[config.mk]
export PLATFORM = sky130hd
export DESIGN_NAME = fillTimer
export DESIGN_NICKNAME = d
export VERILOG_FILES = /design/src/source/fillTimer.sv
export VERILOG_INCLUDE_DIRS = /design/src /design/src/include
export SDC_FILE = /design/constraint.sdc
export NUM_CORES = 1
export LEC_CHECK = 0
export ABC_AREA = 1
export ABC_CLOCK_PERIOD_IN_PS = 2300
export BUFFER_PORTS_ARGS = -buffer_cell sky130_fd_sc_hd__buf_2
export CORE_AREA = 4 4 41 43
export CTS_CLUSTER_DIAMETER = 60
export DETAILED_ROUTE_END_ITERATION = 16
export DIE_AREA = 0 0 45 47
export GPL_TIMING_DRIVEN = 0
export PLACE_DENSITY_LB_ADDON = 0.1
export SYNTH_ARGS = -nofsm -noshare
export SYNTH_HDL_FRONTEND = slang
export SYNTH_SLANG_ARGS = --single-unit
export TNS_END_PERCENT = 10
[constraint.sdc]
create_clock -name clk -period 2.3 [get_ports clk]
set_clock_uncertainty 0.05 [all_clocks]
set_input_delay 0.23 -clock clk [delete_from_list [all_inputs] [get_ports clk]]
set_output_delay 0.23 -clock clk [all_outputs]
set_load 0.1 [all_outputs]
[src/include/cache_cfg.svh]
`ifndef CACHE_CFG_SVH
`define CACHE_CFG_SVH

// the CPU presents a byte address of this many bits
`define CACHE_ADDR_W 16

// each set holds one even and one odd way, so the data array has twice this many lines
`define CACHE_SETS 64

// a line is this many 16-bit words, which gives a 16-byte line
`define CACHE_WORDS 8

// cycles from a memory read strobe until the word is on memData
// any value of one or more works, since the fill timer sizes its counter from it
`define CACHE_MEM_LAT 4

`endif

[src/source/fillTimer.sv]
`default_nettype none

`include "cache_cfg.svh"

module fillTimer (
   input  wire        clk,
   input  wire        rstN,
   input  wire        start,
   input  wire        step,
   output logic       wordReady,
   output logic [2:0] wordIdx,
   output logic       lastWord
);

   // the counter has to hold the latency minus one
   localparam int CntW = $clog2(`CACHE_MEM_LAT + 1);

   logic [CntW-1:0] count;
   logic            busy;

   // the word is due when the count reaches zero with a read outstanding
   assign wordReady = busy && (count == '0);
   assign lastWord  = (wordIdx == 3'(`CACHE_WORDS - 1));

   always_ff @(posedge clk) begin
      if (!rstN) begin
         busy    <= 1'b0;
         count   <= '0;
         wordIdx <= '0;
      end else if (start) begin
         // a new line always begins with word zero
         busy    <= 1'b0;
         count   <= '0;
         wordIdx <= '0;
      end else if (step) begin
         // loading latency minus one puts wordReady exactly latency cycles after the strobe
         busy  <= 1'b1;
         count <= CntW'(`CACHE_MEM_LAT - 1);
      end else if (wordReady) begin
         busy    <= 1'b0;
         wordIdx <= wordIdx + 3'd1;
      end else if (busy) begin
         count <= count - 1'b1;
      end
   end

   // the sequencer only strobes again after the previous word has come back
   assert property (@(posedge clk) disable iff (!rstN) step |-> !busy)
      else $error("fillTimer step while word %0d is still pending", wordIdx);

endmodule

`default_nettype wire

==> impl_summary.txt <==
----------------------------------------------------
[STA]
  Worst rel slew slack ... between 60% and 70%
  Period utilization ... 75.0%
  Final Hold Fails ... 0
  Worst Max-Slew Pin Slew ... between 0.4 and 0.5 ns
  Peak Freq ... between 500 and 600 MHz
  Sum of negative setup slack ... 0 ns
  Slew Limit Fails ... 0
  Crit path time final ... 1.73 ns
  Setup repair after global routing missed its margin ... false
  Number of failing setup endpoints in the final timing report ... 0

[Cells and area]
  Number of diodes ... 0
  Most common library cell in the layout ignoring fill and taps ... nand2_1
  Share of layout cells above drive strength 1 ... a little over a fifth
  Final Net Count ... 73
  Most frequent cells in the layout ... nand2_1 (13), nor2_1 (10), inv_1 (9), buf_2 (8), dfxtp_1 (7)
  Area delta synth->final ... 23.6%
  Finished layout cell area ... ~460 um2

[GRT]
  Global-route wire length before repair ... approximately 1200 um
  Via count of the first global-routing pass ... approximately 300
  Global route total overflow ... 0
  Tot GR Track Use ... about 8.5%
  Pin count of the biggest net entering global routing ... 7
  Initial antenna violation count ... 0

[Floorplanning]
  Die height ... approximately 47 um
  Die width ... roughly 45 um
  Area of the core region ... about 1300 um2
  Die Footprint ... around 2100 um2
  I/O pin total ... 9
  Effective utilization at floorplan ... 28.5%
  Std cell rows ... 13

[Synth]
  Netlist Area Pre-Place ... ~370 um2
  Number of cells produced by synthesis ... 52
  Distinct cell type count after synthesis ... 10
  Share of the synthesized area in the top cell type ... a little under two fifths
  Number of synthesis warnings ... 0
  Post-synthesis sequential element count ... 7
  Total nets after synthesis ... 60
  Largest area contributor in the synthesized netlist ... dfxtp_1
  Biggest area contributors in the synthesized netlist ... dfxtp_1 (38%), ha_1 (14%), nand2_1 (13%)
  Part of the Yosys area used for sequential elements ... 37.8%
  Post-Synthesis Mean Instance Area ... around 7.1 um2

[Clocking]
  Post-CTS setup buffer count ... 0
  Total clock buffers created by CTS ... 3
  TritonCTS clock tree ... done
  H-tree depth ... 1
  Clock sink total ... 7
  Clock tree root buffer cell ... clkbuf_4
  Quantity of gates resized following cts ... 0
  Number of hold buffers added after CTS ... 0
  Maximum clock insertion buffer count ... 2
  Skew-Pair Late Insertion Delay ... 0.25 ns
  Clock edge transition at the registers on the reported setup and hold paths ... 0.05 ns

[Worst setup path]
  Slowest cell delay on critical path ... ~0.41 ns
  Slowest stage cell on the critical path ... buf_2
  Signal arrival time at the worst endpoint ... approximately 1.5 ns
  Critical path, cell by cell ... inv_1 > ha_1 > nand3_2 > inv_1 > buf_2
  Endpoint kind of the worst setup timing path ... primary output
  Critical path buffer and inverter count ... 3
  Crit path max-delay family ... buffers and inverters
  Max FO, Critical Path ... 4
  Critical Path Start Type ... flip-flop
  Critical path data required time ... slightly above 2 ns
  Cell type with the highest occurrence count on the critical path ... inv_1
  Classification of the worst setup path ... reg -> out

[Power and ir drop]
  Maximum vdd drop ... 0.413 mV
  Pwr per Cell Area ... 611 nW/um2
  Leakage component of the power ... roughly 0.23 nW

[Routing]
  Post-DR wirelength/cell ... between 8 and 9 um
  Post-route antenna net violation count ... 0
  Average vias per placed instance ... approximately 4
  Number of design-rule violations left by the first detailed-router iteration ... 1
  DRC violation count after routing ... 0
  Router iterations before antenna repair ... 3
  Vias ... 318
  Total routed wirelength ... about 660 um

[Run]
  Number of maximum-capacitance violations ... 0

[Place]
  Port-buffer cells ... 8
  HPWL after detailed placement ... slightly above 500 um
  Routability congestion estimate from global placement ... between 0.6 and 0.7
  Instance area after placement ... around 430 um2

[Worst hold path]
  Path type of the worst min-delay path ... in -> reg

[Run status]
  Status ... complete, no violations

----------------------------------------------------
## power breakdown
part / internal (W) / switching [W] / total (W)
Combinational: 0.0000113 / 0.0000278 / 0.0000391
Clock: 0.0000663 / 0.0000474 / 0.000114
Sequential: 0.000125 / 0.00000225 / 0.000127
Total: 0.000202 / 0.0000774 / 0.000280
## through the flow
stage               utilization, %  setup slack, ns  power [W]  hold WS, ns  instances
global placement              33.2            0.826   0.000169        0.428         75
finish                        35.2            0.574   0.000280        0.233         79
detailed placement            33.2            0.838   0.000169        0.433         75
floorplan                        -            0.263   0.000160        0.373         52
global route                  35.2            0.478   0.000300        0.269         79
CTS                           35.2            0.551   0.000286        0.236         79
## final timing paths
kind,from,to,slack (ns),depth (start not counted)
min reg2reg,count[1]$_SDFFE_PP0P_,count[1]$_SDFFE_PP0P_,0.44,2
min,start,wordIdx[2]$_SDFFE_PP0P_,0.23,4
max reg2reg,count[0]$_SDFFE_PP0P_,wordIdx[0]$_SDFFE_PP0P_,1.12,7
max,count[0]$_SDFFE_PP0P_,wordReady,0.57,5
## cells by family (layout without fill, tap and decap cells)
kind of cell | Yosys count | after routing | share of synthesized area [%]
AOI/OAI and AO/OA | 3 | 3 | 4.05
xor gates and xnor gates | 1 | 1 | 2.37
adders and majority gates | 4 | 4 | 13.5
buffers and inverters | 9 | 21 | 9.12
DFF | 7 | 7 | 37.8
and+or+nand+nor | 28 | 28 | 33.1
## sequential cells by signal (all words and copies together) (netlist names)
name	count
count	3
wordIdx	3
busy	1
## layout make-up
| cell class | instances | area, um2 |
|---|---|---|
| multi-input cells | 36 | 199 |
| clock buffers | 4 | 26.3 |
| fillers | 153 | 843 |
| well taps | 15 | 18.8 |
| inverters | 9 | 33.8 |
| repair buffers | 8 | 40.0 |
| flip-flops and latches | 7 | 140 |
## worst register-to-register path, cell delays in order (launching register included)
cell and delay (ns):
dfxtp_1 0.29, inv_1 0.10, ha_1 0.19, nand3_2 0.12
nor2_4 0.16, nand2_1 0.07, nand2_1 0.06, nor2_1 0.04
## per-layer routing
layer  vias to the layer above  share of wire (%)  wire [um]  global-route usage [%]
met5                         -                  0          0                       0
met1                       127                 49        325                    10.0
met2                         8                 41        271                    12.1
met4                         0                1.4          9                    3.51
li1                        181                  -          -                       -
met3                         2                7.8         51                    5.75
## synth_stat cells
master / number
nand2_1: 13
nor2_1: 10
inv_1: 9
dfxtp_1: 7
ha_1: 4
a21oi_1: 3
nand3_1: 3
nand3_2: 1
nor2_4: 1
xor2_1: 1
Power figures use the tool's default switching activity.
