## config.mk

```make
export PLATFORM = sky130hd
export DESIGN_NAME = cacheFillFsm
export DESIGN_NICKNAME = d
export VERILOG_FILES = /design/src/source/cache_pkg.sv /design/src/source/cacheFillFsm.sv
export VERILOG_INCLUDE_DIRS = /design/src /design/src/include
export SDC_FILE = /design/constraint.sdc
export NUM_CORES = 1
export LEC_CHECK = 0
export ABC_AREA = 0
export BUFFER_PORTS_ARGS = -buffer_cell sky130_fd_sc_hd__buf_2
export CORE_MARGIN = 1.5
export CORE_UTILIZATION = 41
export DETAILED_ROUTE_END_ITERATION = 6
export PLACE_DENSITY = 0.78
export SYNTH_ARGS = -nofsm -noshare
export SYNTH_HDL_FRONTEND = slang
export SYNTH_SLANG_ARGS = --single-unit
```

## constraint.sdc

```tcl
create_clock -name clk -period 1.81 [get_ports clk]
set_clock_uncertainty 0.15 [all_clocks]
set_input_delay 0.181 -clock clk [delete_from_list [all_inputs] [get_ports clk]]
set_output_delay 0.181 -clock clk [all_outputs]
set_load 0.02 [all_outputs]
```

## src/include/cache_cfg.svh

```systemverilog
`ifndef CACHE_CFG_SVH
`define CACHE_CFG_SVH

// the CPU presents a byte address of this many bits
`define CACHE_ADDR_W 16

// each set holds one even and one odd way, so the data array has twice this many lines
`define CACHE_SETS 64

// a line is this many 16-bit words, which gives a 16-byte line
`define CACHE_WORDS 8

// cycles from a memory read strobe until the word is on memData
// any value of one or more works, since the fill timer sizes its counter from it
`define CACHE_MEM_LAT 4

`endif

```

## src/source/cache_pkg.sv

```systemverilog
`default_nettype none

package cache_pkg;

   // the CPU byte address split into its cache fields
   // byteSel is carried along but ignored, since only word reads exist
   typedef struct packed {
      logic [5:0] tag;
      logic [5:0] set;
      logic [2:0] wordIdx;
      logic       byteSel;
   } cacheAddr_t;

   // one metadata entry per way per set
   // only the even way's lru bit means anything and it names the next victim
   typedef struct packed {
      logic       lru;
      logic       valid;
      logic [5:0] tag;
   } metaEntry_t;

   // steers a single word write into the data array while a line is filled
   typedef struct packed {
      logic       write;
      logic       way;
      logic [2:0] wordIdx;
   } fillCtl_t;

   // states of the lookup and fill sequencer
   typedef enum logic [2:0] {
      FILL_IDLE,
      FILL_LOOKUP,
      FILL_REQ,
      FILL_WAIT,
      FILL_TAG,
      FILL_DONE
   } fillState_t;

endpackage

`default_nettype wire

```

## src/source/cacheFillFsm.sv

```systemverilog
`default_nettype none

`include "cache_cfg.svh"

module cacheFillFsm (
   input  wire                         clk,
   input  wire                         rstN,
   input  wire                         rdReq,
   input  wire [`CACHE_ADDR_W-1:0]     addr,
   input  wire                         memGrant,
   input  wire                         hit,
   input  wire                         hitWay,
   input  wire                         victimWay,
   input  wire                         wordReady,
   input  wire [2:0]                   wordIdx,
   input  wire                         lastWord,
   output cache_pkg::cacheAddr_t       lookupAddr,
   output cache_pkg::fillCtl_t         fillCtl,
   output logic                        tagWrite,
   output logic                        touch,
   output logic                        touchWay,
   output logic                        timerStart,
   output logic                        timerStep,
   output logic                        memRdStrobe,
   output logic [`CACHE_ADDR_W-2:0]    memRdAddr,
   output logic                        rdDone,
   output logic                        missBusy
);

   cache_pkg::fillState_t state;
   cache_pkg::fillState_t stateNext;

   // the request address is captured once and drives every lookup of the request
   cache_pkg::cacheAddr_t reqAddr;
   logic                  victimQ;

   assign lookupAddr = reqAddr;

   // word address into backing memory is the line address plus the word being fetched
   assign memRdAddr = {reqAddr.tag, reqAddr.set, wordIdx};

   // the completion pulse is the single cycle spent in FILL_DONE
   assign rdDone = (state == cache_pkg::FILL_DONE);

   always_comb begin
      stateNext       = state;
      touch           = 1'b0;
      touchWay        = hitWay;
      tagWrite        = 1'b0;
      timerStart      = 1'b0;
      timerStep       = 1'b0;
      memRdStrobe     = 1'b0;
      fillCtl.write   = 1'b0;
      fillCtl.way     = victimQ;
      fillCtl.wordIdx = wordIdx;
      case (state)
         cache_pkg::FILL_IDLE: begin
            if (rdReq) begin
               stateNext = cache_pkg::FILL_LOOKUP;
            end
         end
         cache_pkg::FILL_LOOKUP: begin
            if (hit) begin
               // the read word is registered at the end of this cycle
               touch     = 1'b1;
               stateNext = cache_pkg::FILL_DONE;
            end else begin
               timerStart = 1'b1;
               stateNext  = cache_pkg::FILL_REQ;
            end
         end
         cache_pkg::FILL_REQ: begin
            // without a grant the fill simply waits here
            if (memGrant) begin
               memRdStrobe = 1'b1;
               timerStep   = 1'b1;
               stateNext   = cache_pkg::FILL_WAIT;
            end
         end
         cache_pkg::FILL_WAIT: begin
            if (wordReady) begin
               fillCtl.write = 1'b1;
               stateNext     = lastWord ? cache_pkg::FILL_TAG : cache_pkg::FILL_REQ;
            end
         end
         cache_pkg::FILL_TAG: begin
            // once the tag is in the line is resident and the lookup is repeated as a hit
            tagWrite  = 1'b1;
            stateNext = cache_pkg::FILL_LOOKUP;
         end
         cache_pkg::FILL_DONE: begin
            stateNext = cache_pkg::FILL_IDLE;
         end
         default: begin
            stateNext = cache_pkg::FILL_IDLE;
         end
      endcase
   end

   always_ff @(posedge clk) begin
      if (!rstN) begin
         state    <= cache_pkg::FILL_IDLE;
         reqAddr  <= '0;
         missBusy <= 1'b0;
      end else begin
         state <= stateNext;
         if ((state == cache_pkg::FILL_IDLE) && rdReq) begin
            reqAddr <= cache_pkg::cacheAddr_t'(addr);
         end
         // missBusy covers the whole fill and drops after the completion cycle
         if ((state == cache_pkg::FILL_LOOKUP) && !hit) begin
            missBusy <= 1'b1;
         end else if (state == cache_pkg::FILL_DONE) begin
            missBusy <= 1'b0;
         end
      end
   end

   // the victim is frozen at miss time so every word of the fill lands in the same way
   always_ff @(posedge clk) begin
      if ((state == cache_pkg::FILL_LOOKUP) && !hit) begin
         victimQ <= victimWay;
      end
   end

   // the completion pulse answers a request the CPU still holds at the captured address
   assert property (@(posedge clk) disable iff (!rstN) rdDone |-> rdReq && (addr == reqAddr))
      else $error("cacheFillFsm rdDone without a held request at the captured address");

endmodule

`default_nettype wire

```

==> impl_metrics.json <==
{
  "syn_inst": 126,
  "multi_input_area_um2": 473,
  "coreArea_um2": 2500,
  "worst_path_max_delay_cell": "nor4b_4",
  "io_pins": 72,
  "grt_pass1_wl_um": 3870,
  "ant_nets": 0,
  "hold_class": "in -> reg",
  "gp_congestion": 0.698,
  "clkSlewWorstSetupHoldPaths_ns": 0.12,
  "vdd_drop_max_mv": 0.464,
  "nets": 212,
  "yosysMostFrequentCell": "nand2_1",
  "synth_area_um2": 1100,
  "sequentialPowerShare": 0.469,
  "die_x_um": 54.7,
  "async_flop_share": 0,
  "clk_latency_ns": 0.30,
  "netlist_top_cells_count": "nand2_1, buf_4, dfxtp_1",
  "syn_avg_cell_area_um2": 8.70,
  "switching_power_uw": 382,
  "postCtsSetupRepairBufs": 0,
  "crit_type": "reg -> out",
  "combPwrFrac": 0.334,
  "path_max_fanout": 9,
  "tns_ns": 0,
  "cts_inserted_buffers": 3,
  "synth.area.top_cells": "dfxtp_1, buf_4, nand2_1",
  "critPathRequiredTime_ns": 1.48,
  "clock_sinks": 21,
  "wl_per_cell_um": 12.1,
  "drtPass1Iterations": 5,
  "synthFlopType": "dfxtp_1",
  "yosysUniqueCellTypes": 30,
  "post-route-drc-count": 0,
  "cp.arrival_ns": 1.36,
  "p_leak_uw": 0.000738,
  "tritoncts": "yes",
  "gr-total-overflow": 0,
  "vias": 1022,
  "synth_top_area_frac": 0.365,
  "place_area_um2": 1270,
  "whs_ns": 0.0372,
  "critPathMaxStageDelay_ns": 0.34,
  "yosysSeqAreaShare": 0.393,
  "grt_pass1_vias": 949,
  "setup_viol": 0,
  "finalPower_uw": 1130,
  "design_area_um2": 1480,
  "max_freq_ghz": 0.590,
  "netSwitchingFraction": 0.337,
  "p_clk_frac": 0.197,
  "cp_num_buf_inv": 2,
  "cts_root_buffer": "clkbuf_4",
  "antenna_found_initial": 0,
  "io_buffer_count": 60,
  "cp-end-kind": "primary output",
  "via_per_inst": 4.80,
  "num_antenna_cells": 0,
  "cap_violations": 0,
  "power_density_nw_per_um2": 763,
  "clock_path_buffers": 2,
  "final_hold_viol_count": 0,
  "synthToLayoutAreaGrowth_pct": 35.4,
  "dr.first_iter.drc_count": 11,
  "synth_seq_cells": 21,
  "rsz0062_at_grt": "false",
  "synth_enable_flop_cells": 1,
  "cp_cell_sequence": "buf_4 > nor4b_4 > buf_2",
  "die_area_um2": 2990,
  "fin_crit_ns": 1.70,
  "p_int_uw": 751,
  "rrSetupSlack_ns": 0.17,
  "yosys.area.top_type": "dfxtp_1",
  "path_delay_family": "buffers and inverters",
  "die_h_um": 54.7,
  "syn_nets": 154,
  "start_util": 0.438,
  "synth_warnings": 0,
  "dp_hpwl_um": 1750,
  "status": "completed",
  "fin_crit_sh": 0.937,
  "drive_gt1_frac": 0.404,
  "slew-limit-headroom": 0.655,
  "htreeDepth": 1,
  "fin_util": 0.594,
  "grt_max_degree": 21,
  "slew_violations": 0,
  "seq_area_um2": 430,
  "cp-start-kind": "flop",
  "track_usage": 0.180,
  "fillCellCount": 231,
  "worst_slew_pin_slew_ns": 0.517,
  "finalWirelength_um": 2580,
  "rows": 18
}
-- placed cells by master, fill, tap and decap left out, types with 2 or more instances in the layout --
master and instances:
nand2_1 33, and3b_1 2, inv_1 2, a21boi_1 10, nor2b_1 2, o21ai_0 2, buf_2 60, a21oi_1 2
a21boi_0 6, nor4b_4 2, clkbuf_4 3, buf_4 5, dfxtp_1 20, dlygate4sd3_1 17
-- cell type report --
cell class                 count  share of cell area
inverter                       2             0.00506
clock buffer                   3              0.0152
multi-input combinational     74               0.319
tap                           30              0.0253
timing repair buffer          82               0.342
clock inverter                 1             0.00337
sequential                    21               0.290
-- logic make-up (layout without fill, tap and decap cells) --
logic type / Yosys count / after routing / share of synthesized area
and+or+nand+nor: 48 / 48 / 0.234
AOI/OAI and AO/OA: 25 / 25 / 0.167
DFF: 21 / 21 / 0.393
buffers and inverters: 31 / 88 / 0.196
muxes: 1 / 1 / 0.0103
-- tightest hold or removal path, cell delays in order --
cell,delay (ns)
buf_2,0.10
nand4b_1,0.10
o21ai_0,0.07
-- state kept, by name, summed over array words and instances (netlist names) --
signal / count
lookupAddr: 16
missBusy: 1
victimQ: 1
state: 3
-- per-stage QoR --
step	std cells	setup slack (ns)
2_1_floorplan	126	0.202
3_3_place_gp	192	0.238
3_5_place_dp	192	0.195
4_1_cts	213	0.0557
5_1_grt	213	0.00329
6_report	213	0.115
-- path summary, 6_finish.rpt --
kind,cells past startpoint,start,to
worst max-delay path,3,state[1]$_SDFFE_PN0P_,timerStart
worst min-delay path,3,wordReady,state[0]$_SDFFE_PN0P_
worst max register to register,3,state[1]$_SDFFE_PN0P_,lookupAddr[14]$_SDFFE_PN0P_
worst min register to register,2,lookupAddr[1]$_SDFFE_PN0P_,lookupAddr[1]$_SDFFE_PN0P_
-- power groups by stage --
| stage | clock network (uW) | logic, uW | registers, uW |
|---|---|---|---|
| global route | 254 | 416 | 538 |
| global placement | 0 | 337 | 539 |
| CTS | 237 | 378 | 531 |
| floorplan | 0 | 239 | 586 |
| finish | 223 | 378 | 531 |
| detailed placement | 0 | 344 | 541 |
-- timing repair --
action	in CTS	in global routing
endpoints found under the setup margin	4	2
gates resized for setup	2	1
hold buffers	17	0
pin swaps	0	1
hold endpoints to repair	17	0
-- per-layer routing --
| metal | routed length [um] | global-route usage | vias to the layer above | part of all wire |
|---|---|---|---|---|
| li1 | - | - | 512 | - |
| met1 | 980 | 0.175 | 468 | 0.38 |
| met2 | 1420 | 0.351 | 40 | 0.55 |
| met3 | 150 | 0.0355 | 2 | 0.058 |
| met4 | 27 | 0.0917 | 0 | 0.010 |
| met5 | 0 | 0 | - | 0 |
(Power assumes the default switching activity.)
